## src/include/boot_image.svh

```systemverilog
`ifndef BOOT_IMAGE_SVH
`define BOOT_IMAGE_SVH

// Boot image, first entry at the base of the boot region
// Short entry stub, then a few constant data words at the top
`define BOOT_IMAGE_WORDS '{ \
    32'h0000_0297, \
    32'h0000_1137, \
    32'hffc1_0113, \
    32'h0000_0517, \
    32'h03c5_0513, \
    32'h0005_2583, \
    32'h00b1_2023, \
    32'h0000_02b7, \
    32'h0002_8067, \
    32'h0000_006f, \
    32'h0000_0013, \
    32'h0010_0073, \
    32'hdead_beef, \
    32'hcafe_f00d, \
    32'h1234_5678, \
    32'ha5a5_5a5a  \
}

`endif

```

## src/hdl/mem_pkg.sv

```systemverilog
package mem_pkg;

    // Boot region is selected by the top address nibble
    localparam int unsigned BMEM_SEL_HIGH   = 31;
    localparam int unsigned BMEM_SEL_LOW    = 28;
    localparam logic [3:0]  BMEM_ADDR_MATCH = 4'h1;

    localparam int unsigned BMEM_DEPTH = 16;    // Words, addr[5:2]
    localparam int unsigned DMEM_DEPTH = 1024;  // Words, addr[11:2]
    localparam int unsigned BMEM_IDX_W = 4;
    localparam int unsigned DMEM_IDX_W = 10;

    // Instruction fetch port
    typedef struct packed {
        logic [31:0] addr;
        logic        req;
    } if2mem_s;

    typedef struct packed {
        logic [31:0] rdata;
        logic        ack;
    } mem2if_s;

    // Page-table walker port
    typedef struct packed {
        logic [31:0] paddr;
        logic        req;
    } mmu2mem_s;

    // Sv32 page-table entry, v in bit 0
    typedef struct packed {
        logic [11:0] ppn1;
        logic [9:0]  ppn0;
        logic [1:0]  rsw;
        logic        d;
        logic        a;
        logic        g;
        logic        u;
        logic        x;
        logic        w;
        logic        r;
        logic        v;
    } sv32_pte_s;

    // Same word seen as raw data or as a PTE
    typedef union packed {
        logic [31:0] raw;
        sv32_pte_s   pte;
    } mem_word_u;

    typedef struct packed {
        mem_word_u pte;
        logic      ack;
    } mem2mmu_s;

    // Data bus port
    typedef struct packed {
        logic [31:0] addr;
        logic [31:0] wdata;
        logic [3:0]  be;
        logic        we;
        logic        req;
    } dbus2mem_s;

    typedef struct packed {
        logic [31:0] rdata;
        logic        ack;
    } mem2dbus_s;

    // Memory side requests, word indexed
    typedef struct packed {
        logic [DMEM_IDX_W-1:0] idx;
        logic [31:0]           wdata;
        logic [3:0]            be;
        logic                  we;
        logic                  en;
    } ram_dreq_s;

    typedef struct packed {
        logic [DMEM_IDX_W-1:0] idx;  // ROM uses the low BMEM_IDX_W bits
        logic                  en;
    } ram_ireq_s;

    typedef struct packed {
        logic [31:0] rdata;
        logic        ack;
    } mem_rdata_s;

endpackage : mem_pkg

```

## src/hdl/boot_rom.sv

```systemverilog
module boot_rom (
    input  logic                clk,
    input  logic                rst_n_i,

    input  mem_pkg::ram_ireq_s  ireq_i,    // Fetch side
    input  mem_pkg::ram_ireq_s  dreq_i,    // Dbus side, reads only

    output mem_pkg::mem_rdata_s iresp_o,
    output mem_pkg::mem_rdata_s dresp_o
);

    `include "boot_image.svh"

    logic [31:0] image [mem_pkg::BMEM_DEPTH];
    logic [31:0] irdata_q;
    logic [31:0] drdata_q;
    logic        iack_q;
    logic        dack_q;

    assign image = `BOOT_IMAGE_WORDS;

    always_ff @(posedge clk) begin
        if (ireq_i.en) begin
            irdata_q <= image[ireq_i.idx[mem_pkg::BMEM_IDX_W-1:0]];
        end
        // A dbus write lands here as a plain lookup and is dropped
        if (dreq_i.en) begin
            drdata_q <= image[dreq_i.idx[mem_pkg::BMEM_IDX_W-1:0]];
        end
    end

    // One ack per accepted strobe
    always_ff @(posedge clk) begin
        if (!rst_n_i) begin
            iack_q <= 1'b0;
            dack_q <= 1'b0;
        end else begin
            iack_q <= ireq_i.en;
            dack_q <= dreq_i.en;
        end
    end

    assign iresp_o.rdata = irdata_q;
    assign iresp_o.ack   = iack_q;
    assign dresp_o.rdata = drdata_q;
    assign dresp_o.ack   = dack_q;

endmodule : boot_rom

```

## config.mk

```make
export PLATFORM = sky130hd
export DESIGN_NAME = boot_rom
export DESIGN_NICKNAME = d
export VERILOG_FILES = /design/src/hdl/mem_pkg.sv /design/src/hdl/boot_rom.sv
export VERILOG_INCLUDE_DIRS = /design/src /design/src/include
export SDC_FILE = /design/constraint.sdc
export NUM_CORES = 1
export LEC_CHECK = 0
export BUFFER_PORTS_ARGS = -buffer_cell sky130_fd_sc_hd__buf_2
export CAP_MARGIN = 20
export CORE_AREA = 2 2 90 83
export CTS_BUF_LIST = sky130_fd_sc_hd__clkbuf_4 sky130_fd_sc_hd__clkbuf_8 sky130_fd_sc_hd__clkbuf_16
export CTS_CLUSTER_SIZE = 28
export DETAILED_ROUTE_END_ITERATION = 12
export DIE_AREA = 0 0 92 85
export PLACE_DENSITY = 0.7
export REMOVE_ABC_BUFFERS = 1
export SLEW_MARGIN = 25
export SYNTH_ARGS = -nofsm -noshare
export SYNTH_HDL_FRONTEND = slang
export SYNTH_SLANG_ARGS = --single-unit
```

## constraint.sdc

```tcl
create_clock -name clk -period 3.4 [get_ports clk]
set_input_delay 0.51 -clock clk [delete_from_list [all_inputs] [get_ports clk]]
set_output_delay 0.51 -clock clk [all_outputs]
set_load 0.02 [all_outputs]
```

Yosys cells after proc, flatten, opt, wreduce, memory -nomap -nowiden. Memory sizes are Yosys's and may differ from the RTL's. A register that Yosys moved wholly into a read port is not among the register bits. Index checks and enable logic that the tools add are counted.

ROM bits: 1024. Flip-flop bits (word level): 2. Memories: 2. Word-level logic and storage cells: 6.

Memory list: (name not given) (words 16, bits a word 32, read ports 1, clocked after Yosys merged registers in 1, write ports 0, RTL line boot_rom.sv:28) `drdata_q <= image[dreq_i.idx[mem_pkg::BMEM_IDX_W-1:0]];`; (name not given) (words 16, bits a word 32, read ports 1, clocked after Yosys merged registers in 1, write ports 0, RTL line boot_rom.sv:24) `irdata_q <= image[ireq_i.idx[mem_pkg::BMEM_IDX_W-1:0]];`.

Bitwise logic cells: 2.

Operators by type and width (number): $not 4->5 (2).

Depth between registers and ports, before layout.
Depth after elaboration: 1. Gate-level depth with buffers: 6. Depth with buffers taken out: 5.

Least setup slack after synthesis. OpenSTA, ideal clock, no wires.

Path type: input to register. Start point: in dreq_i[2] (netlist bit). End point: reg drdata_q[23] (data pin). Buffers on the path: 1. Cell stages on the path: 6. Setup time: 256 ps. Arrival: 1394 ps. Slack: 1750 ps. Path through: buf_2 > inv_1 > ha_1 > nand2b_1 > o21ai_0 > a22o_1.

Cells in the longest elaborated chain, start to end: 1.

RTL lines: from (decl) (RTL line boot_rom.sv:6) `input mem_pkg::ram_ireq_s dreq_i,`; $not 4->5 (not written as such) (RTL line boot_rom.sv:28); to (decl) (RTL line boot_rom.sv:16) `logic [31:0] drdata_q;`.

No other way between the ends. A chain may end at the register's enable or synchronous reset.

Final worst setup path.
Start point: in ireq_i[2] (netlist bit). End point: reg irdata_q[25] (data pin).

Cells in the longest elaborated chain, start to end: 1.

RTL lines: from (decl) (RTL line boot_rom.sv:5) `input mem_pkg::ram_ireq_s ireq_i,`; $not 4->5 (not written as such) (RTL line boot_rom.sv:24); to (decl) (RTL line boot_rom.sv:15) `logic [31:0] irdata_q;`.

No other way between the ends.

==> impl_metrics.env <==
export IMPL_ys_warnings_count=0
export IMPL_first_pass_iters=4
export IMPL_worst_setup_path_end_kind="flop"
export IMPL_drc=0
export IMPL_slew_viol_final=0
export IMPL_start_util=0.4367
export IMPL_rsz0062_at_grt="no"
export IMPL_yosys_area_top_type="edfxtp_1"
export IMPL_clock_fmax_mhz=625.1
export IMPL_crit_family="buffers and inverters"
export IMPL_clkTransAtPathRegs_ps=60
export IMPL_grt_pass1_vias=1867
export IMPL_most_common_layout_cells="77 x buf_2, 62 x edfxtp_1, 29 x nand2_1, 18 x nor2_1, 14 x ha_1"
export IMPL_place_inst=392
export IMPL_cellPowerDensity_nw_per_um2=542.1
export IMPL_outcome="finished clean"
export IMPL_cts_path_max_buffers=2
export IMPL_setup_viol=0
export IMPL_routed_wl_mm=5.768
export IMPL_cp_slowest_cell="ha_1"
export IMPL_netlist_instances=240
export IMPL_track_usage=0.1544
export IMPL_ant_nets=0
export IMPL_hold_buffers=0
export IMPL_fin_nets=348
export IMPL_port_buffers=77
export IMPL_stdcell_count=408
export IMPL_path_buf_inv=2
export IMPL_core_area_sq_um=6894
export IMPL_hp_start="rst_n_i"
export IMPL_leakage_uw=0.001487
export IMPL_synth_avg_cell_area_sq_um=12.54
export IMPL_cts_setup_buffers=0
export IMPL_fp_dieH_microns=85
export IMPL_cts_resized=0
export IMPL_power_total_uw=1941
export IMPL_grt_max_degree=33
export IMPL_hold_violations=0
export IMPL_hp_class="primary input to flop"
export IMPL_io_pins=90
export IMPL_hpwl_mm=3.896
export IMPL_path_class="primary input to flop"
export IMPL_overflow=0
export IMPL_drive_gt1_frac=0.3111
export IMPL_whs_endpoint="dack_q"
export IMPL_diodes=0
export IMPL_worst_pin_slew_ps=681.2
export IMPL_cts_made_buffers=9
export IMPL_dieArea_sq_um=7820
export IMPL_place_gp_congestion=0.8401
export IMPL_die_w_microns=92
export IMPL_min_period_ps=1600
export IMPL_layout_commonest_cell="buf_2"
export IMPL_seq_area_frac_synth=0.6318
export IMPL_vias=2016
export IMPL_max_cap_violations=0
export IMPL_antenna_found_initial=0
export IMPL_root_buffer="clkbuf_8"
export IMPL_clock_sinks=64
export IMPL_synth_distinct_cells=38
export IMPL_wl_per_cell_microns=14.14
export IMPL_vias_per_cell=4.941
export IMPL_crit_path_cell_trace="buf_2 -> inv_4 -> ha_1 -> nand2b_1 -> o21ai_0 -> a22o_1"
export IMPL_ys_seq_elements=64
export IMPL_drt_iter0_markers=121
export IMPL_grt_pass1_wl_mm=9.218
export IMPL_finalCritPeriodShare=0.4705
export IMPL_crit_arrival_ps=1680
export IMPL_worstPathMaxFanout=13
export IMPL_startpoint_type="primary input"
export IMPL_synth_top_cell_area_share=0.6185
export IMPL_hold_depth=2
export IMPL_n_fill_cell=637
export IMPL_htree_levels=3
export IMPL_cts_tree="yes"
export IMPL_worst_path_largest_cell_delay_ps=280
export IMPL_netlist_area_sq_um=3010
export IMPL_syn_to_final_growth_pct=18.95
export IMPL_relSlewSlack=0.5459
export IMPL_finalSetupTns_ps=0
export IMPL_vdd_ir_drop_max_mv=0.1904
export IMPL_cp_required_ps=3480
export IMPL_fp_row_count=29
export IMPL_yosys_top_cells_area="edfxtp_1 62%, ha_1 5.8%, nand2_1 3.6%, a22o_1 2.3%, nor2_1 2.2%"
==> registers in the layout, summed over array words and instances (netlist names) <==
signal / count
irdata_q: 31
dack_q: 1
iack_q: 1
drdata_q: 31
==> final cells by class <==
| type | instances | area, sq um | share of cell area |
|---|---|---|---|
| sequential | 64 | 1902 | 0.5311 |
| tap | 93 | 116.4 | 0.03249 |
| inverter | 6 | 25.02 | 0.006988 |
| clock buffer | 9 | 123.9 | 0.03459 |
| timing repair buffer | 77 | 385.4 | 0.1076 |
| clock inverter | 7 | 86.33 | 0.02411 |
| multi-input combinational | 152 | 942.2 | 0.2631 |
==> layer usage <==
metal | up-vias | GRT usage | wire, microns
met1 | 944 | 0.2138 | 2602
met3 | 12 | 0.03286 | 288
met2 | 55 | 0.2259 | 2730
met4 | 0 | 0.08955 | 147
li1 | 1005 | - | -
met5 | - | 0 | 0
==> cell families after synthesis <==
| kind of cell | Yosys count | synth area share |
|---|---|---|
| adders and majority gates | 14 | 0.05819 |
| muxes | 1 | 0.003325 |
| DFF | 64 | 0.6318 |
| AOI/OAI and AO/OA | 55 | 0.1176 |
| buffers and inverters | 24 | 0.05528 |
| and+or+nand+nor | 82 | 0.1338 |
==> how the worst max path moves through the flow <==
stage          startpoint      endpoint  slack, ps  cells after the start
2_1_floorplan   ireq_i[1]  irdata_q[23]       1910                      5
3_3_place_gp    ireq_i[2]  irdata_q[25]       1500                      6
3_5_place_dp    ireq_i[2]  irdata_q[25]       1490                      6
4_1_cts         ireq_i[2]  irdata_q[25]       1850                      6
5_1_grt         ireq_i[2]  irdata_q[25]       1740                      6
6_report        ireq_i[2]  irdata_q[25]       1800                      6
==> synthesized netlist by cell type (all sizes together) <==
| cell type | instances |
|---|---|
| a211oi | 2 |
| o22a | 1 |
| a31oi | 3 |
| ha | 14 |
| a21boi | 2 |
| inv | 6 |
| or2 | 1 |
| a22o | 8 |
| nand3b | 2 |
| buf | 18 |
| nor2 | 20 |
| nand3 | 6 |
| and2 | 3 |
| nand2b | 6 |
| o22ai | 1 |
| a21bo | 2 |
| dfxtp | 2 |
| edfxtp | 62 |
| nor3 | 3 |
| a21oi | 8 |
| and3 | 2 |
| a22oi | 1 |
| o21a | 5 |
| mux2i | 1 |
| nor2b | 8 |
| nor4 | 1 |
| nand2 | 30 |
| o211a | 1 |
| o21ai | 21 |
==> power by group <==
| group | total [uW] | switching (uW) | internal, uW | leakage, uW |
|---|---|---|---|---|
| clock | 682 | 277 | 405 | 0.0000980 |
| combinational | 300 | 206 | 93.6 | 0.000772 |
| sequential | 960 | 16.4 | 943 | 0.000617 |
==> through the flow <==
stage	cell area (sq um)	worst slack (ps)	hold WS, ps	utilization
after floorplan	2869	1912	622.5	-
after global placement	3371	1505	726.2	0.4889
after detailed placement	3371	1493	727.1	0.4889
after CTS	3581	1848	372.8	0.5194
after global routing	3581	1736	386.6	0.5194
final	3581	1800	390.0	0.5194
Note: power is estimated with default switching activity, not from simulation.
