--- src/include/boot_image.svh ---
`ifndef BOOT_IMAGE_SVH
`define BOOT_IMAGE_SVH

// Boot image, first entry at the base of the boot region
// Short entry stub, then a few constant data words at the top
`define BOOT_IMAGE_WORDS '{ \
    32'h0000_0297, \
    32'h0000_1137, \
    32'hffc1_0113, \
    32'h0000_0517, \
    32'h03c5_0513, \
    32'h0005_2583, \
    32'h00b1_2023, \
    32'h0000_02b7, \
    32'h0002_8067, \
    32'h0000_006f, \
    32'h0000_0013, \
    32'h0010_0073, \
    32'hdead_beef, \
    32'hcafe_f00d, \
    32'h1234_5678, \
    32'ha5a5_5a5a  \
}

`endif

--- src/hdl/mem_pkg.sv ---
package mem_pkg;

    // Boot region is selected by the top address nibble
    localparam int unsigned BMEM_SEL_HIGH   = 31;
    localparam int unsigned BMEM_SEL_LOW    = 28;
    localparam logic [3:0]  BMEM_ADDR_MATCH = 4'h1;

    localparam int unsigned BMEM_DEPTH = 16;    // Words, addr[5:2]
    localparam int unsigned DMEM_DEPTH = 1024;  // Words, addr[11:2]
    localparam int unsigned BMEM_IDX_W = 4;
    localparam int unsigned DMEM_IDX_W = 10;

    // Instruction fetch port
    typedef struct packed {
        logic [31:0] addr;
        logic        req;
    } if2mem_s;

    typedef struct packed {
        logic [31:0] rdata;
        logic        ack;
    } mem2if_s;

    // Page-table walker port
    typedef struct packed {
        logic [31:0] paddr;
        logic        req;
    } mmu2mem_s;

    // Sv32 page-table entry, v in bit 0
    typedef struct packed {
        logic [11:0] ppn1;
        logic [9:0]  ppn0;
        logic [1:0]  rsw;
        logic        d;
        logic        a;
        logic        g;
        logic        u;
        logic        x;
        logic        w;
        logic        r;
        logic        v;
    } sv32_pte_s;

    // Same word seen as raw data or as a PTE
    typedef union packed {
        logic [31:0] raw;
        sv32_pte_s   pte;
    } mem_word_u;

    typedef struct packed {
        mem_word_u pte;
        logic      ack;
    } mem2mmu_s;

    // Data bus port
    typedef struct packed {
        logic [31:0] addr;
        logic [31:0] wdata;
        logic [3:0]  be;
        logic        we;
        logic        req;
    } dbus2mem_s;

    typedef struct packed {
        logic [31:0] rdata;
        logic        ack;
    } mem2dbus_s;

    // Memory side requests, word indexed
    typedef struct packed {
        logic [DMEM_IDX_W-1:0] idx;
        logic [31:0]           wdata;
        logic [3:0]            be;
        logic                  we;
        logic                  en;
    } ram_dreq_s;

    typedef struct packed {
        logic [DMEM_IDX_W-1:0] idx;  // ROM uses the low BMEM_IDX_W bits
        logic                  en;
    } ram_ireq_s;

    typedef struct packed {
        logic [31:0] rdata;
        logic        ack;
    } mem_rdata_s;

endpackage : mem_pkg

--- src/hdl/mem_resp_route.sv ---
module mem_resp_route (
    input  logic                clk,
    input  logic                rst_n_i,

    input  mem_pkg::mem_rdata_s rom_iresp_i,
    input  mem_pkg::mem_rdata_s rom_dresp_i,
    input  mem_pkg::mem_rdata_s ram_iresp_i,
    input  mem_pkg::mem_rdata_s ram_dresp_i,

    // Grants of the current cycle
    input  logic                if_from_rom_i,
    input  logic                dport_mmu_i,
    input  logic                dport_dbus_i,

    output mem_pkg::mem2if_s    mem2if_o,
    output mem_pkg::mem2mmu_s   mem2mmu_o,
    output mem_pkg::mem2dbus_s  dmem2dbus_o,
    output mem_pkg::mem2dbus_s  bmem2dbus_o,

    output logic                if_busy_o,
    output logic                mmu_busy_o,
    output logic                dbus_busy_o
);

    logic               rom_fetch_q;  // Owner of the response now on each port
    logic               mmu_q;
    logic               dbus_q;
    mem_pkg::mem_word_u pte_word;

    always_ff @(posedge clk) begin
        if (!rst_n_i) begin
            rom_fetch_q <= 1'b0;
            mmu_q       <= 1'b0;
            dbus_q      <= 1'b0;
        end else begin
            rom_fetch_q <= if_from_rom_i;
            mmu_q       <= dport_mmu_i;
            dbus_q      <= dport_dbus_i;
        end
    end

    // Walker reads ppn and flags through the pte view
    always_comb begin
        pte_word.raw = ram_dresp_i.rdata;
    end

    assign mem2if_o.rdata = rom_fetch_q ? rom_iresp_i.rdata : ram_iresp_i.rdata;
    assign mem2if_o.ack   = rom_fetch_q ? rom_iresp_i.ack   : ram_iresp_i.ack;

    // RAM data port is shared, only the owner sees the word
    assign mem2mmu_o.pte     = mmu_q  ? pte_word : '0;
    assign mem2mmu_o.ack     = mmu_q  & ram_dresp_i.ack;
    assign dmem2dbus_o.rdata = dbus_q ? ram_dresp_i.rdata : 32'h0;
    assign dmem2dbus_o.ack   = dbus_q & ram_dresp_i.ack;

    assign bmem2dbus_o.rdata = rom_dresp_i.rdata;
    assign bmem2dbus_o.ack   = rom_dresp_i.ack;

    assign if_busy_o   = mem2if_o.ack;
    assign mmu_busy_o  = mem2mmu_o.ack;
    assign dbus_busy_o = dmem2dbus_o.ack | bmem2dbus_o.ack;  // Either dbus target

endmodule : mem_resp_route

--- config.mk ---
export PLATFORM = sky130hd
export DESIGN_NAME = mem_resp_route
export DESIGN_NICKNAME = d
export VERILOG_FILES = /design/src/include/boot_image.svh /design/src/hdl/mem_pkg.sv /design/src/hdl/mem_resp_route.sv
export SDC_FILE = /design/constraint.sdc
export NUM_CORES = 1
export LEC_CHECK = 0
export ABC_CLOCK_PERIOD_IN_PS = 850
export BUFFER_PORTS_ARGS = -buffer_cell sky130_fd_sc_hd__buf_4
export CORE_AREA = 3 3 104 106
export CTS_BUF_LIST = sky130_fd_sc_hd__clkbuf_4 sky130_fd_sc_hd__clkbuf_8
export DETAILED_ROUTE_END_ITERATION = 8
export DIE_AREA = 0 0 107 109
export PLACE_DENSITY_LB_ADDON = 0.2
export SETUP_SLACK_MARGIN = 0.05
export SLEW_MARGIN = 5
export SYNTH_ARGS = -nofsm -noshare
export SYNTH_HDL_FRONTEND = slang
export SYNTH_SLANG_ARGS = --single-unit
export TNS_END_PERCENT = 5
--- constraint.sdc ---
create_clock -name clk -period 0.85 [get_ports clk]
set_input_delay 0.0425 -clock clk [delete_from_list [all_inputs] [get_ports clk]]
set_output_delay 0.0425 -clock clk [all_outputs]
set_load 0.01 [all_outputs]
# Word-level counts from Yosys, hierarchy flattened
# Cells that the tools add are included.
# word_totals
output_inout_bits	135
inputBits	137
elab_cells	10
register_bits	3
# classes
n_mux	4
n_bitwise	3
# ops
op	n
32-bit 2-to-1 mux	3
1-bit bitwise AND	2
1-bit 2-to-1 mux	1
1-bit bitwise OR	1

# Logic depth before layout (Yosys ltp)
# Gate-level depths: netlist of run 1.
# logic_depth
word_depth	2
ltp_mapped	3
depth_no_buf	1

# Worst setup path before layout of run 1
# Ideal clock, no wire load.
# synth_path
path_type	register to output
from	reg rom_fetch_q
to	out mem2if_o[0] (netlist name)
t_required_ps	808
setup_slack_ps	-153
n_path_buf	2
path_stages_with_launch	4
t_arrival_ps	961
cell_sequence	dfxtp_1 buf_6 mux2_2 buf_4
# synth_between
elab_chain_cells	1
# synth_rtl
item	line	source
start: declaration	mem_resp_route.sv:25	logic rom_fetch_q;
start signal: assignment	mem_resp_route.sv:36	rom_fetch_q <= if_from_rom_i;
1-bit 2-to-1 mux	mem_resp_route.sv:48	assign mem2if_o.ack = rom_fetch_q ? rom_iresp_i.ack : ram_iresp_i.ack;
end: declaration	mem_resp_route.sv:15	output mem_pkg::mem2if_s mem2if_o,
# Every way passes these cells.

==> metrics.yaml, run 1 <==
cts:
  root_buffer: "clkbuf_8"
  clk_pin_slew_ns: 0.03
  max-clock-path-buffers: 2
  cts_buffers: 3
  cts_max_level: 1
  cts_setup_buffers: 0
  hold_buffers: 0
  cts_tree: "built"
  cts.sinks: 3
cells_and_area:
  fillers: 1033
  postLayoutCellArea_um2: 2980
  area_growth_pct: 122
  multiInputGateArea_um2: 932
  post-route-util_pct: 30.2
  seqCellArea_um2: 66.3
  drive_gt1_share_pct: 78.9
  insertedDiodeCount: 0
  nets: 461
synth:
  synthesis.nets: 288
  synthCells: 151
  synth.top_cell.area_share_pct: 33.6
  netlist_area_um2: 1340
  synth-seq-cells: 3
  synthTopCellsByArea: "mux2_4, and2_1, buf_4"
  yosysSeqAreaShare_pct: 4.48
  yosysWarnings: 0
  synth_area_leader_cell: "mux2_4"
  synth.distinct_cells: 9
  syn_area_per_cell_um2: 8.87
detailed_routing:
  drt_iter0_drc: 30
  wl_met2_um: 2930
  ant_nets: 0
  viasPerCell: 3.63
  dr.pass1.iters: 3
  wl_met1_um: 1820
  drc: 0
  avgRoutedWirePerCell_um: 12.2
  route.met3.wl_um: 790
  routed.top_layer: "met4"
  wirelength_um: 5560
  vias: 1654
global_route:
  grt_max_degree: 35
  grt_pass1_vias: 1675
  grt_pass1_wl_um: 7870
  grt_overflow: 0
  grt_use_total_pct: 8.26
  antenna_found_initial: 0
timing:
  setup_viol: 102
  fmax_mhz: 785
  relSlewSlack_pct: 91.7
  hold_viol: 0
  period_needed_ns: 1.27
  finalCritPeriodShare_pct: 150
  tightest_slew_ns: 0.125
  setup_ws_ns: -0.423
  rsz0062_at_grt: "true"
  drv_slew: 0
run:
  timing.max_cap.violations: 0
worst_setup_path:
  crit_arrival_ns: 1.23
  crit_type: "reg -> out"
  cp-start-kind: "flip-flop"
  cp.required_ns: 0.81
  cp_max_fo: 12
  endpoint_kind: "primary output"
min_path:
  hold_path_class: "in -> reg"
pwr:
  post-layout-total-power_mw: 2.02
  power_density_nw_per_um2: 680
  p_leak_nw: 1.61
  ir_worst_vdd_mv: 0.519
floorplanning:
  die_y_um: 109
  die_x_um: 107
  rows: 36
  dieArea_um2: 11700
  ios: 272
  core_um2: 9860
  start_util_pct: 13.6
placement:
  pre_cts_ws_ns: -0.233
  routabilityCongestion: 0.694
  hpwlAfterDp_um: 4650
  port_buffers: 207
  placed_cell_area_um2: 2790
status:
  violations: "setup timing"
  status: "complete, but fails checks"
[cells by family after synthesis]
kind of cell           share of synthesized area, %
AO/OA/AOI/OAI                                 0.560
buffers and inverters                          26.6
flip-flops                                     4.48
multiplexers                                   36.1
AND/OR/NAND/NOR                                32.2
[cells in the final DEF (no fill, tap or decap)]
master / instances
buf_4: 181
and2_1: 67
mux2_4: 31
buf_6: 28
clkbuf_8: 3
buf_12: 3
and2_4: 2
mux2_2: 2
dfxtp_2: 2
a21o_1: 1
clkbuf_4: 1
buf_16: 1
dfxtp_4: 1
[what timing repair did]
| action | CTS | global route |
|---|---|---|
| pin swaps | 1 | 1 |
| cloned | 1 | 0 |
| setup endpoints to repair | 102 | 102 |
| gates resized for setup | 29 | 3 |
[final cells by class]
| type | count | share of cell area, % |
|---|---|---|
| timing repair buffer | 213 | 59.2 |
| multi-input combinational | 103 | 31.3 |
| tap | 133 | 5.59 |
| sequential | 3 | 2.23 |
| clock buffer | 4 | 1.64 |
[state kept, by name, summed over array words and instances (netlist names)]
register and cells:
dbus_q 1, mmu_q 1, rom_fetch_q 1
[path summary, 6_finish.rpt]
kind,slack (ns),start,cells after the start,end
max,-0.42,rom_fetch_q,3,mem2if_o[15]
min,0.04,dport_dbus_i,2,dbus_q
[worst max-delay path: stages (launching register included)]
cell	delay, ns
dfxtp_4	0.39
buf_12	0.17
mux2_4	0.33
buf_6	0.12
[per-stage QoR]
stage | instances | TNS (ns) | hold slack [ns]
3_5_place_dp | 451 | -6.90 | 0.0851
6_report | 456 | -24.89 | 0.0385
4_1_cts | 456 | -26.52 | 0.0320
5_1_grt | 456 | -29.50 | 0.0338
3_3_place_gp | 451 | -6.47 | 0.0851
2_1_floorplan | 151 | -2.42 | 0.164
[per-layer routing]
layer	up-vias	global-route usage [%]
met5	-	0
met4	0	1.37
met3	4	4.09
met2	139	16.1
met1	725	7.94
li1	786	-
[synthesized netlist by cell type]
library cell and number:
and2_1 69, buf_4 35, mux2_4 30, clkbuf_1 6, buf_12 3, dfxtp_1 3, mux2_2 3, a21o_1 1
buf_6 1
[power by group]
| group | internal [mW] | switching [mW] | total (mW) |
|---|---|---|---|
| Combinational | 0.947 | 0.477 | 1.42 |
| Clock | 0.351 | 0.0885 | 0.439 |
| Sequential | 0.150 | 0.0109 | 0.161 |
(Power assumes the default switching activity.)
==> run 2: changes to the inputs <==
==> constraint.sdc (replaced) <==
create_clock -name clk -period 0.85 [get_ports clk]
set_input_delay 0.1275 -clock clk [delete_from_list [all_inputs] [get_ports clk]]
set_output_delay 0.1275 -clock clk [all_outputs]
set_load 0.01 [all_outputs]
==> run 2 against run 1 <==
Net effect: the run still ends with setup timing left; critical path depth unchanged; count of clock-buffer cells in the layout unchanged; worst hold slack better by 0.080 ns; sequential share of layout area about the same; wire length up 1.1%; die area unchanged; critical endpoint is now mem2if_o[17]; fmax down 6.6%.
==> metrics.yaml, run 2 (synthesis gave the netlist of run 1 again) <==
floorplanning:
  die_y_um: 109
  die_x_um: 107
  ios: 272
  dieArea_um2: 11700
  rows: 36
  core_um2: 9860
  start_util_pct: 13.6
detailed_routing:
  wl_met2_um: 2930
  ant_nets: 0
  vias: 1655
  wirelength_um: 5620
  avgRoutedWirePerCell_um: 12.2
  drt_iter0_drc: 40
  dr.pass1.iters: 4
  wl_met1_um: 1800
  viasPerCell: 3.60
  routed.top_layer: "met4"
  route.met3.wl_um: 796
  drc: 0
timing:
  tightest_slew_ns: 0.129
  finalCritPeriodShare_pct: 160
  hold_viol: 0
  fmax_mhz: 733
  drv_slew: 0
  relSlewSlack_pct: 91.4
  setup_viol: 102
  tns_ns: -33.71
  setup_ws_ns: -0.514
  period_needed_ns: 1.36
  rsz0062_at_grt: "true"
cts:
  hold_buffers: 0
  root_buffer: "clkbuf_8"
  cts_buffers: 3
  cts.sinks: 3
  cts_max_level: 1
  cts_tree: "built"
  clk_pin_slew_ns: 0.03
  max-clock-path-buffers: 2
worst_setup_path:
  cp.required_ns: 0.72
  crit_arrival_ns: 1.24
  crit_type: "reg -> out"
  endpoint: "mem2if_o[17]"
  cp_max_fo: 6
  endpoint_kind: "primary output"
  cp-start-kind: "flip-flop"
  startpoint: "rom_fetch_q"
global_route:
  grt_overflow: 0
  antenna_found_initial: 0
  grt_max_degree: 32
  grt_pass1_wl_um: 7950
  grt_use_total_pct: 8.38
  grt_pass1_vias: 1691
cells_and_area:
  fillers: 1019
  top_regs: "dbus_q x1, mmu_q x1, rom_fetch_q x1"
  insertedDiodeCount: 0
  post-route-util_pct: 30.6
  drive_gt1_share_pct: 79.2
  area_growth_pct: 125
  final_common_cell: "buf_4"
  nets: 465
  final_cell_mix: "buf_4, and2_1, mux2_4, buf_6"
placement:
  port_buffers: 207
  pre_cts_ws_ns: -0.328
  routabilityCongestion: 0.666
  hpwlAfterDp_um: 4880
run:
  timing.max_cap.violations: 0
pwr:
  p_int_mw: 1.46
  power_density_nw_per_um2: 678
  ir_worst_vdd_mv: 0.555
  sw_frac_of_total_pct: 28.4
  pwr-share-seq_pct: 8.0
  p_leak_nw: 1.63
  p_sw_mw: 0.580
  p_clk_share_pct: 21.9
  comb_power_share_pct: 70.1
status:
  violations: "setup timing"
  status: "complete, but fails checks"
min_path:
  hold_path_class: "in -> reg"
-- run 2: cell count changes in the layout (fill, tap and decap cells not counted) --
cell	previous run	this run
buf_4	181	182
buf_16	1	0
clkbuf_16	0	1
buf_6	28	31
-- run 2: power by group through the flow --
stage	clock network (mW)	logic, mW	registers (mW)
after global routing	0.481	1.54	0.165
after CTS	0.461	1.44	0.161
after global placement	0	1.36	0.162
after floorplan	0	0.716	0.158
final	0.448	1.43	0.163
after detailed placement	0	1.36	0.163
-- run 2: what timing repair did --
action / in CTS / in global routing
buffers inserted: 0 / 0
gates resized for setup: 32 / 2
cloned: 0 / 1
endpoints found under the setup margin: 102 / 102
-- run 2: per-layer routing --
layer | track usage [%] | up-vias
met1 | 8.15 | 694
met5 | 0 | -
met3 | 4.20 | 16
li1 | - | 793
met4 | 1.64 | 0
met2 | 16.0 | 152
-- run 2: critical path, cell delays in order (launching register included) --
cell and delay (ns):
dfxtp_4 0.40, buf_4 0.17, mux2_4 0.30, buf_4 0.14
-- run 2: worst min path at each step --
stage                                from  slack (ns)  cells after the start              end
after floorplan                   rst_n_i        0.25                      1            mmu_q
after global placement    rom_dresp_i[11]        0.26                      0  bmem2dbus_o[11]
after detailed placement  rom_dresp_i[11]        0.26                      0  bmem2dbus_o[11]
after CTS                    dport_dbus_i        0.12                      2           dbus_q
after global routing        if_from_rom_i        0.14                      2      rom_fetch_q
final                        dport_dbus_i        0.12                      2           dbus_q
-- run 2: stage by stage --
step	power [mW]	hold slack, ns	cells	area, µm²
CTS	2.06	0.115	459	2980
finish	2.04	0.118	460	3010
global placement	1.52	0.255	455	2820
detailed placement	1.52	0.255	455	2820
global route	2.18	0.139	460	3010
floorplan	0.874	0.249	151	1360
-- run 2: cell type report --
cell class | instances | area (µm²) | area share [%]
Timing Repair Buffer | 217 | 1800 | 59.7
Multi-Input combinational cell | 103 | 932 | 30.9
Tap cell | 133 | 166 | 5.52
Sequential cell | 3 | 66.3 | 2.20
Clock buffer | 4 | 48.8 | 1.62
