--- src/include/boot_image.svh ---
`ifndef BOOT_IMAGE_SVH
`define BOOT_IMAGE_SVH

// Boot image, first entry at the base of the boot region
// Short entry stub, then a few constant data words at the top
`define BOOT_IMAGE_WORDS '{ \
    32'h0000_0297, \
    32'h0000_1137, \
    32'hffc1_0113, \
    32'h0000_0517, \
    32'h03c5_0513, \
    32'h0005_2583, \
    32'h00b1_2023, \
    32'h0000_02b7, \
    32'h0002_8067, \
    32'h0000_006f, \
    32'h0000_0013, \
    32'h0010_0073, \
    32'hdead_beef, \
    32'hcafe_f00d, \
    32'h1234_5678, \
    32'ha5a5_5a5a  \
}

`endif

--- src/hdl/mem_pkg.sv ---
package mem_pkg;

    // Boot region is selected by the top address nibble
    localparam int unsigned BMEM_SEL_HIGH   = 31;
    localparam int unsigned BMEM_SEL_LOW    = 28;
    localparam logic [3:0]  BMEM_ADDR_MATCH = 4'h1;

    localparam int unsigned BMEM_DEPTH = 16;    // Words, addr[5:2]
    localparam int unsigned DMEM_DEPTH = 1024;  // Words, addr[11:2]
    localparam int unsigned BMEM_IDX_W = 4;
    localparam int unsigned DMEM_IDX_W = 10;

    // Instruction fetch port
    typedef struct packed {
        logic [31:0] addr;
        logic        req;
    } if2mem_s;

    typedef struct packed {
        logic [31:0] rdata;
        logic        ack;
    } mem2if_s;

    // Page-table walker port
    typedef struct packed {
        logic [31:0] paddr;
        logic        req;
    } mmu2mem_s;

    // Sv32 page-table entry, v in bit 0
    typedef struct packed {
        logic [11:0] ppn1;
        logic [9:0]  ppn0;
        logic [1:0]  rsw;
        logic        d;
        logic        a;
        logic        g;
        logic        u;
        logic        x;
        logic        w;
        logic        r;
        logic        v;
    } sv32_pte_s;

    // Same word seen as raw data or as a PTE
    typedef union packed {
        logic [31:0] raw;
        sv32_pte_s   pte;
    } mem_word_u;

    typedef struct packed {
        mem_word_u pte;
        logic      ack;
    } mem2mmu_s;

    // Data bus port
    typedef struct packed {
        logic [31:0] addr;
        logic [31:0] wdata;
        logic [3:0]  be;
        logic        we;
        logic        req;
    } dbus2mem_s;

    typedef struct packed {
        logic [31:0] rdata;
        logic        ack;
    } mem2dbus_s;

    // Memory side requests, word indexed
    typedef struct packed {
        logic [DMEM_IDX_W-1:0] idx;
        logic [31:0]           wdata;
        logic [3:0]            be;
        logic                  we;
        logic                  en;
    } ram_dreq_s;

    typedef struct packed {
        logic [DMEM_IDX_W-1:0] idx;  // ROM uses the low BMEM_IDX_W bits
        logic                  en;
    } ram_ireq_s;

    typedef struct packed {
        logic [31:0] rdata;
        logic        ack;
    } mem_rdata_s;

endpackage : mem_pkg

--- src/hdl/mem_req_decode.sv ---
module mem_req_decode (
    input  logic               clk,
    input  logic               rst_n_i,

    input  mem_pkg::if2mem_s   if2mem_i,
    input  mem_pkg::mmu2mem_s  mmu2mem_i,
    input  mem_pkg::dbus2mem_s dbus2mem_i,
    input  logic               dmem_sel_i,     // From dbus address decoder
    input  logic               bmem_sel_i,

    // Acks of the previous cycle
    input  logic               if_busy_i,
    input  logic               mmu_busy_i,
    input  logic               dbus_busy_i,

    output mem_pkg::ram_ireq_s rom_ireq_o,
    output mem_pkg::ram_ireq_s rom_dreq_o,
    output mem_pkg::ram_ireq_s ram_ireq_o,
    output mem_pkg::ram_dreq_s ram_dreq_o,

    output logic               if_from_rom_o,
    output logic               dport_mmu_o,
    output logic               dport_dbus_o
);

    logic run_q;     // Ports open one cycle after reset release
    logic boot_hit;
    logic if_go;
    logic mmu_go;
    logic dbus_go;

    always_ff @(posedge clk) begin
        if (!rst_n_i) begin
            run_q <= 1'b0;
        end else begin
            run_q <= 1'b1;
        end
    end

    assign boot_hit = (if2mem_i.addr[mem_pkg::BMEM_SEL_HIGH:mem_pkg::BMEM_SEL_LOW]
                       == mem_pkg::BMEM_ADDR_MATCH);

    // A held request is not taken again while its ack is out
    assign if_go   = run_q & if2mem_i.req   & ~if_busy_i;
    assign mmu_go  = run_q & mmu2mem_i.req  & ~mmu_busy_i;
    assign dbus_go = run_q & dbus2mem_i.req & ~dbus_busy_i;

    // Fetch goes to exactly one memory
    assign rom_ireq_o.idx = {{(mem_pkg::DMEM_IDX_W - mem_pkg::BMEM_IDX_W){1'b0}},
                             if2mem_i.addr[mem_pkg::BMEM_IDX_W+1:2]};
    assign rom_ireq_o.en  = if_go & boot_hit;
    assign ram_ireq_o.idx = if2mem_i.addr[mem_pkg::DMEM_IDX_W+1:2];
    assign ram_ireq_o.en  = if_go & ~boot_hit;
    assign if_from_rom_o  = boot_hit;

    // Boot ROM data side never competes with the MMU
    assign rom_dreq_o.idx = {{(mem_pkg::DMEM_IDX_W - mem_pkg::BMEM_IDX_W){1'b0}},
                             dbus2mem_i.addr[mem_pkg::BMEM_IDX_W+1:2]};
    assign rom_dreq_o.en  = dbus_go & bmem_sel_i;

    // MMU wins the RAM data port, dbus waits
    assign dport_mmu_o  = mmu_go;
    assign dport_dbus_o = dbus_go & dmem_sel_i & ~mmu_go;

    always_comb begin
        if (dport_mmu_o) begin
            ram_dreq_o.idx   = mmu2mem_i.paddr[mem_pkg::DMEM_IDX_W+1:2];
            ram_dreq_o.wdata = '0;
            ram_dreq_o.be    = 4'hF;           // Full-word read
            ram_dreq_o.we    = 1'b0;
            ram_dreq_o.en    = 1'b1;
        end else begin
            ram_dreq_o.idx   = dbus2mem_i.addr[mem_pkg::DMEM_IDX_W+1:2];
            ram_dreq_o.wdata = dbus2mem_i.wdata;
            ram_dreq_o.be    = dbus2mem_i.be;
            ram_dreq_o.we    = dbus2mem_i.we;
            ram_dreq_o.en    = dport_dbus_o;
        end
    end

endmodule : mem_req_decode

--- config.mk ---
export PLATFORM = sky130hd
export DESIGN_NAME = mem_req_decode
export DESIGN_NICKNAME = d
export VERILOG_FILES = /design/src/include/boot_image.svh /design/src/hdl/mem_pkg.sv /design/src/hdl/mem_req_decode.sv
export SDC_FILE = /design/constraint.sdc
export NUM_CORES = 1
export LEC_CHECK = 0
export ABC_AREA = 1
export ABC_CLOCK_PERIOD_IN_PS = 2580
export BUFFER_PORTS_ARGS = -buffer_cell sky130_fd_sc_hd__buf_2
export CAP_MARGIN = 20
export CORE_AREA = 2 2 87 89
export DETAILED_ROUTE_END_ITERATION = 8
export DIE_AREA = 0 0 89 91
export HOLD_SLACK_MARGIN = 0.12
export SYNTH_ARGS = -nofsm -noshare
export SYNTH_HDL_FRONTEND = slang
export SYNTH_SLANG_ARGS = --single-unit
export TNS_END_PERCENT = 100
--- constraint.sdc ---
create_clock -name clk -period 2.58 [get_ports clk]
set_input_delay 0.129 -clock clk [delete_from_list [all_inputs] [get_ports clk]]
set_output_delay 0.129 -clock clk [all_outputs]
set_load 0.02 [all_outputs]
# Word level (Yosys, flattened, before mapping)
# Index checks and enable logic that the tools add are counted.
# word_totals
mem_bits_rw	0
regBits	1
in_bits	143
out_inout_bits	84
n_memories	0
rom_bits	0
latchBits	0
# op_classes
div_mod_pow	0
n_shift	0
mul	0
addsub	0
n_lt_le_gt_ge	0
n_bitwise	16
eq_ne	1
muxes	2
reduce_logical	0
# ops
cell	n
$mux 48	1
$and 1x1->1	11
$not 1->1	5
$eq 4x1->1 const B	1
$mux 1	1

# Logic depth before layout (Yosys ltp)
# Gate-level depths: netlist (run 1).
# depth
depth_word	5
ltp_mapped	5
mapped_depth_nobuf	4

# Worst setup path before layout (run 1)
# OpenSTA, ideal clock, no wires.
# synth_timing
path_kind	register -> output
start	register run_q
end	output rom_dreq_o[0] in the netlist's numbering
slack_ns	1.464
required_time_ns	2.451
stages_incl_launch_ff	3
path_buffers	0
arrival_ns	0.987
cell_sequence	dfxtp_1 > nand2_1 > nor3b_1
# synth_rtl
element	line	rtl
start, declared	mem_req_decode.sv:26	logic run_q;
start signal, assigned	mem_req_decode.sv:34	run_q <= 1'b0;
start signal, assigned	mem_req_decode.sv:36	run_q <= 1'b1;
end, declared	mem_req_decode.sv:17	output mem_pkg::ram_ireq_s rom_dreq_o,

==> impl_metrics.env, run 1 <==
export IMPL_status="finished clean"
export IMPL_ir_worst_vdd_mv=0.0878
export IMPL_grt_pass1_vias=1030
export IMPL_arrival_ns=1.54
export IMPL_cp_required_ns=2.45
export IMPL_portBuffers=128
export IMPL_critPathLaunchType="flop"
export IMPL_whs_path_depth=1
export IMPL_fp_dieW_um=89
export IMPL_setup_violations=0
export IMPL_yosysMostFrequentCell="inv_1"
export IMPL_netlist_area_um2=808
export IMPL_top_register="run_q"
export IMPL_grt_max_degree=36
export IMPL_p_switching_mw=0.165
export IMPL_multi_input_comb_area_um2=389
export IMPL_synth_commonest_cells="42 x inv_1, 37 x nor2_1, 30 x buf_4"
export IMPL_netlist_top_cells_area="buf_4 28%, inv_1 20%, nor2_1 17%"
export IMPL_yosys_register_bits=1
export IMPL_die_h_um=91
export IMPL_first_pass_iters=4
export IMPL_fillers=851
export IMPL_final_nets=408
export IMPL_rows=31
export IMPL_internal_power_mw=0.112
export IMPL_power_leakage_nw=0.984
export IMPL_synthCells=161
export IMPL_clock_power_share=0
export IMPL_antennaDiodeCount=0
export IMPL_cp_end_kind="primary output"
export IMPL_area_growth_pct=65.5
export IMPL_grt_pass1_wl_mm=4.66
export IMPL_crit_fanout=35
export IMPL_postLayoutCoreUtil=0.187
export IMPL_antenna_found_initial=0
export IMPL_holdBufCountCts=0
export IMPL_start_util=0.113
export IMPL_die_area_mm2=0.00810
export IMPL_num_vias=1199
export IMPL_rsz0062_at_grt="no"
export IMPL_ff_latch_area_um2=20.0
export IMPL_drive_gt1_frac=0.494
export IMPL_p_total_mw=0.277
export IMPL_place_congestion=0.674
export IMPL_reg_largest_list="run_q: 1 flops"
export IMPL_overflow=0
export IMPL_cts_repair_timing_setup_buffer_count=0
export IMPL_setup_worst_path_end="ram_dreq_o[7]"
export IMPL_seqPwrFrac=0.073
export IMPL_routed_wl_mm=3.29
export IMPL_synth_top_area_frac=0.279
export IMPL_worstMarginPinSlew_ns=0.539
export IMPL_p_sw_frac=0.597
export IMPL_synth_warnings=0
export IMPL_synth_edf_count=0
export IMPL_final_max_slew_viol_count=0
export IMPL_maxCapViolCount=0
export IMPL_combPwrFrac=0.927
export IMPL_setup_slack_ns=0.910
export IMPL_drtIter0Drc=27
export IMPL_wl_per_cell_um=9.08
export IMPL_cts_resized_gates=0
export IMPL_slew_headroom=0.640
export IMPL_p_per_area_mw_per_mm2=207
export IMPL_drc=0
export IMPL_async_reset_ff_frac=0
export IMPL_boundaryPins=227
export IMPL_layout_min_cycle_time_ns=1.67
export IMPL_fin_tns_setup_ns=0
export IMPL_dpl_hpwl_mm=2.93
export IMPL_ant_nets=0
export IMPL_hold_viol=0
export IMPL_largest_reg_flops=1
export IMPL_yosysTopAreaCell="buf_4"
export IMPL_post_route_period_util=0.647
export IMPL_yosysSeqAreaShare=0.0248
export IMPL_syn_avg_cell_area_um2=5.02
export IMPL_critPathLaunch="run_q$_DFF_P_"
export IMPL_core_area_mm2=0.00714
export IMPL_vias_per_cell=3.31
export IMPL_max_freq_ghz=0.599
export IMPL_hold_path_class="in -> reg"
export IMPL_ys_flop_type="dfxtp_1"
export IMPL_grt_use_total=0.0689
export IMPL_path_clk_slew_ns=0
export IMPL_post_place_ws_ns=0.890
export IMPL_synth_distinct_cells=15
export IMPL_crit_type="reg -> out"
==> routing by layer <==
| layer | up-vias | share of wire | GRT usage |
|---|---|---|---|
| li1 | 621 | - | - |
| met1 | 489 | 0.33 | 0.0687 |
| met2 | 89 | 0.51 | 0.136 |
| met3 | 0 | 0.16 | 0.0291 |
| met4 | 0 | 0 | 0.00249 |
| met5 | - | 0 | 0 |
==> stage by stage <==
stage	hold slack (ns)	std cells	area, um^2
global placement	0.233	362	1340
floorplan	0.157	172	850
finish	0.233	362	1340
CTS	0.234	362	1340
detailed placement	0.234	362	1340
global route	0.241	362	1340
==> worst min path at each step <==
stage	start	endpoint	slack, ns
CTS	rst_n_i	run_q$_DFF_P_	0.23
finish	rst_n_i	run_q$_DFF_P_	0.23
floorplan	rst_n_i	run_q$_DFF_P_	0.16
global route	rst_n_i	run_q$_DFF_P_	0.24
global placement	rst_n_i	run_q$_DFF_P_	0.23
detailed placement	rst_n_i	run_q$_DFF_P_	0.23
==> kinds of logic after synthesis <==
family / after synthesis / synth area share
flip-flops: 1 / 0.0248
AND/OR/NAND/NOR: 78 / 0.420
AO/OA/AOI/OAI: 1 / 0.00619
other: 1 / 0.00464
buffers and inverters: 80 / 0.545
==> power by group through the flow <==
stage | logic (mW) | registers [mW] | clock network, mW
6_report | 0.257 | 0.0203 | 0
4_1_cts | 0.260 | 0.0202 | 0
3_5_place_dp | 0.259 | 0.0202 | 0
5_1_grt | 0.282 | 0.0207 | 0
2_1_floorplan | 0.202 | 0.0178 | 0
3_3_place_gp | 0.256 | 0.0201 | 0
==> placed cells by master, fill, tap and decap left out <==
cell type    n
a21oi_1      1
buf_2      128
conb_1      12
dfxtp_1      1
inv_1       42
inv_4        1
nand2_1     27
nand3_1      1
nand3_4      1
nand4_1     11
nor2_1      37
nor3b_1      1
==> final cells by class <==
type	count	area share
flip-flops and latches	1	0.0150
multi-input cells	91	0.291
inverters	43	0.123
well taps	99	0.0926
repair buffers	128	0.479
==> worst max-delay path: stages, from the launching register on <==
cell,delay [ns]
dfxtp_1,0.64
nand3_4,0.28
inv_4,0.35
nor2_1,0.08
buf_2,0.17
Note: power is estimated with default switching activity, not from simulation.
==> inputs of run 2 (changes only) <==
--- a/config.mk
+++ b/config.mk
@@ -5,13 +5,13 @@
 export SDC_FILE = /design/constraint.sdc
 export NUM_CORES = 1
 export LEC_CHECK = 0
-export ABC_AREA = 1
-export ABC_CLOCK_PERIOD_IN_PS = 2580
+export ABC_AREA = 0
+export ABC_CLOCK_PERIOD_IN_PS = 1500
 export BUFFER_PORTS_ARGS = -buffer_cell sky130_fd_sc_hd__buf_2
 export CAP_MARGIN = 20
-export CORE_AREA = 2 2 87 89
+export CORE_AREA = 2 2 88 90
 export DETAILED_ROUTE_END_ITERATION = 8
-export DIE_AREA = 0 0 89 91
+export DIE_AREA = 0 0 90 92
 export HOLD_SLACK_MARGIN = 0.12
 export SYNTH_ARGS = -nofsm -noshare
 export SYNTH_HDL_FRONTEND = slang
==> constraint.sdc (replaced) <==
create_clock -name clk -period 1.5 [get_ports clk]
set_input_delay 0.075 -clock clk [delete_from_list [all_inputs] [get_ports clk]]
set_output_delay 0.075 -clock clk [all_outputs]
set_load 0.02 [all_outputs]
==> run 2 against run 1 <==
  * Setup slack lost 0.69 ns
  * Via count is 21% lower
  * Cell area fell by 2.0%
  * Wire length down 13%
  * Global-route usage down 0.93 points
  * Critical path type unchanged
==> impl_metrics.env, run 2 <==
export IMPL_status="finished clean"
export IMPL_area_growth_pct=74.1
export IMPL_yosysSeqAreaShare=0.0266
export IMPL_overflow=0
export IMPL_max_stage_delay_ns=0.33
export IMPL_arrival_ns=1.21
export IMPL_synth_edf_count=0
export IMPL_rsz0062_at_grt="no"
export IMPL_holdBufCountCts=0
export IMPL_dpl_hpwl_mm=2.64
export IMPL_power_leakage_nw=0.809
export IMPL_grt_pass1_wl_mm=4.21
export IMPL_boundaryPins=227
export IMPL_whs_path_depth=0
export IMPL_num_vias=952
export IMPL_largest_reg_flops=1
export IMPL_start_util=0.101
export IMPL_routed_wl_mm=2.86
export IMPL_die_area_mm2=0.00828
export IMPL_yosysMostFrequentCell="and2_1"
export IMPL_post_place_ws_ns=0.195
export IMPL_final_common_cell="buf_2"
export IMPL_grt_use_total=0.0595
export IMPL_maxCapViolCount=0
export IMPL_synth_warnings=0
export IMPL_top_register="run_q"
export IMPL_final_nets=345
export IMPL_die_h_um=92
export IMPL_setup_violations=0
export IMPL_yosysTopAreaCell="buf_4"
export IMPL_cts_resized_gates=0
export IMPL_antennaDiodeCount=0
export IMPL_synthCells=94
export IMPL_p_per_area_mw_per_mm2=359
export IMPL_critPathLaunchType="flop"
export IMPL_first_pass_iters=3
export IMPL_path_clk_slew_ns=0
export IMPL_place_congestion=0.699
export IMPL_synth_top_area_frac=0.299
export IMPL_max_freq_ghz=0.780
export IMPL_fin_tns_setup_ns=0
export IMPL_drc=0
export IMPL_async_reset_ff_frac=0
export IMPL_fillers=869
export IMPL_syn_avg_cell_area_um2=8.01
export IMPL_post_route_period_util=0.854
export IMPL_final_max_slew_viol_count=0
export IMPL_core_area_mm2=0.00745
export IMPL_ant_nets=0
export IMPL_synth_commonest_cells="33 x and2_1, 30 x buf_4, 10 x mux2_4"
export IMPL_hold_path_class="in -> out"
export IMPL_crit_fanout=33
export IMPL_wl_per_cell_um=9.47
export IMPL_cp_end_kind="primary output"
export IMPL_setup_slack_ns=0.218
export IMPL_grt_max_degree=34
export IMPL_drtIter0Drc=7
export IMPL_portBuffers=128
export IMPL_yosys_register_bits=1
export IMPL_grt_pass1_vias=880
export IMPL_hold_end="ram_ireq_o[8]"
export IMPL_fp_dieW_um=90
export IMPL_hold_viol=0
export IMPL_mostFrequentLayoutCells="128 x buf_2, 33 x and2_1, 12 x conb_1"
export IMPL_ys_flop_type="dfxtp_1"
export IMPL_ir_worst_vdd_mv=0.151
export IMPL_antenna_found_initial=0
export IMPL_netlist_area_um2=753
export IMPL_reg_largest_list="run_q: 1 flops"
export IMPL_cpMaxStageDelayCell="dfxtp_1"
export IMPL_drive_gt1_frac=0.710
export IMPL_worstHoldStart="if2mem_i[10]"
export IMPL_crit_type="reg -> out"
export IMPL_rows=32
export IMPL_cts_repair_timing_setup_buffer_count=0
export IMPL_cp_required_ns=1.42
export IMPL_crit_chain="nand3b_4, buf_4, mux2_4, buf_2"
export IMPL_synth_distinct_cells=17
export IMPL_vias_per_cell=3.15
export IMPL_layout_min_cycle_time_ns=1.28
export IMPL_netlist_top_cells_area="buf_4 30%, and2_1 27%, mux2_4 20%"
run 2: changes by cell type after synthesis, sizes merged, moves of 2 or more:
| cell | before | now |
|---|---|---|
| inv | 43 | 1 |
| nand4 | 11 | 0 |
| nand2 | 27 | 2 |
| and2 | 0 | 33 |
| nand2b | 0 | 4 |
| buf | 35 | 33 |
| mux2 | 0 | 10 |
| nor2 | 37 | 1 |
| nand3 | 2 | 0 |
run 2: cell families after synthesis:
family | Yosys count | share of synthesized area
buf+inv | 36 | 0.359
simple gates | 46 | 0.410
flops | 1 | 0.0266
mux | 10 | 0.199
other cells | 1 | 0.00498
run 2: layer usage:
layer / vias up / global-route usage / share of wire
met3: 0 / 0.0238 / 0.15
met4: 0 / 0 / 0
met2: 86 / 0.118 / 0.50
met1: 402 / 0.0625 / 0.35
met5: - / 0 / 0
li1: 464 / - / -
run 2: layout make-up:
type	instances	area (um^2)	area share
inverter	1	3.75	0.00286
multi-input combinational	68	504	0.385
sequential	1	20.0	0.0153
tap	102	128	0.0973
timing repair buffer	130	656	0.500
run 2: critical path, delay by kind of cell (launching register included):
kind / cells / cell delay [ns]
buffers and inverters: 2 / 0.44
flip-flops: 1 / 0.33
multiplexers: 1 / 0.33
AND/OR/NAND/NOR: 1 / 0.09
run 2: worst max path at each step:
stage                  start              to  depth (start not counted)
5_1_grt        run_q$_DFF_P_  ram_dreq_o[47]                          4
2_1_floorplan   if2mem_i[30]   rom_ireq_o[0]                          2
3_3_place_gp   run_q$_DFF_P_  ram_dreq_o[43]                          4
4_1_cts        run_q$_DFF_P_  ram_dreq_o[47]                          4
6_report       run_q$_DFF_P_  ram_dreq_o[46]                          4
3_5_place_dp   run_q$_DFF_P_  ram_dreq_o[47]                          4
run 2: through the flow:
step,cell area (um^2),cells,power [mW],utilization,hold WS [ns]
floorplan,795,105,0.376,-,0.103
global placement,1310,302,0.471,0.176,0.150
global route,1310,302,0.506,0.176,0.150
CTS,1310,302,0.476,0.176,0.150
detailed placement,1310,302,0.476,0.176,0.150
finish,1310,302,0.471,0.176,0.150
run 2: power by group:
part	internal, mW	leakage, nW	switching, mW
sequential	0.0286	0.00844	0.00212
clock	0	0	0
combinational	0.193	0.801	0.248
total	0.221	0.809	0.250
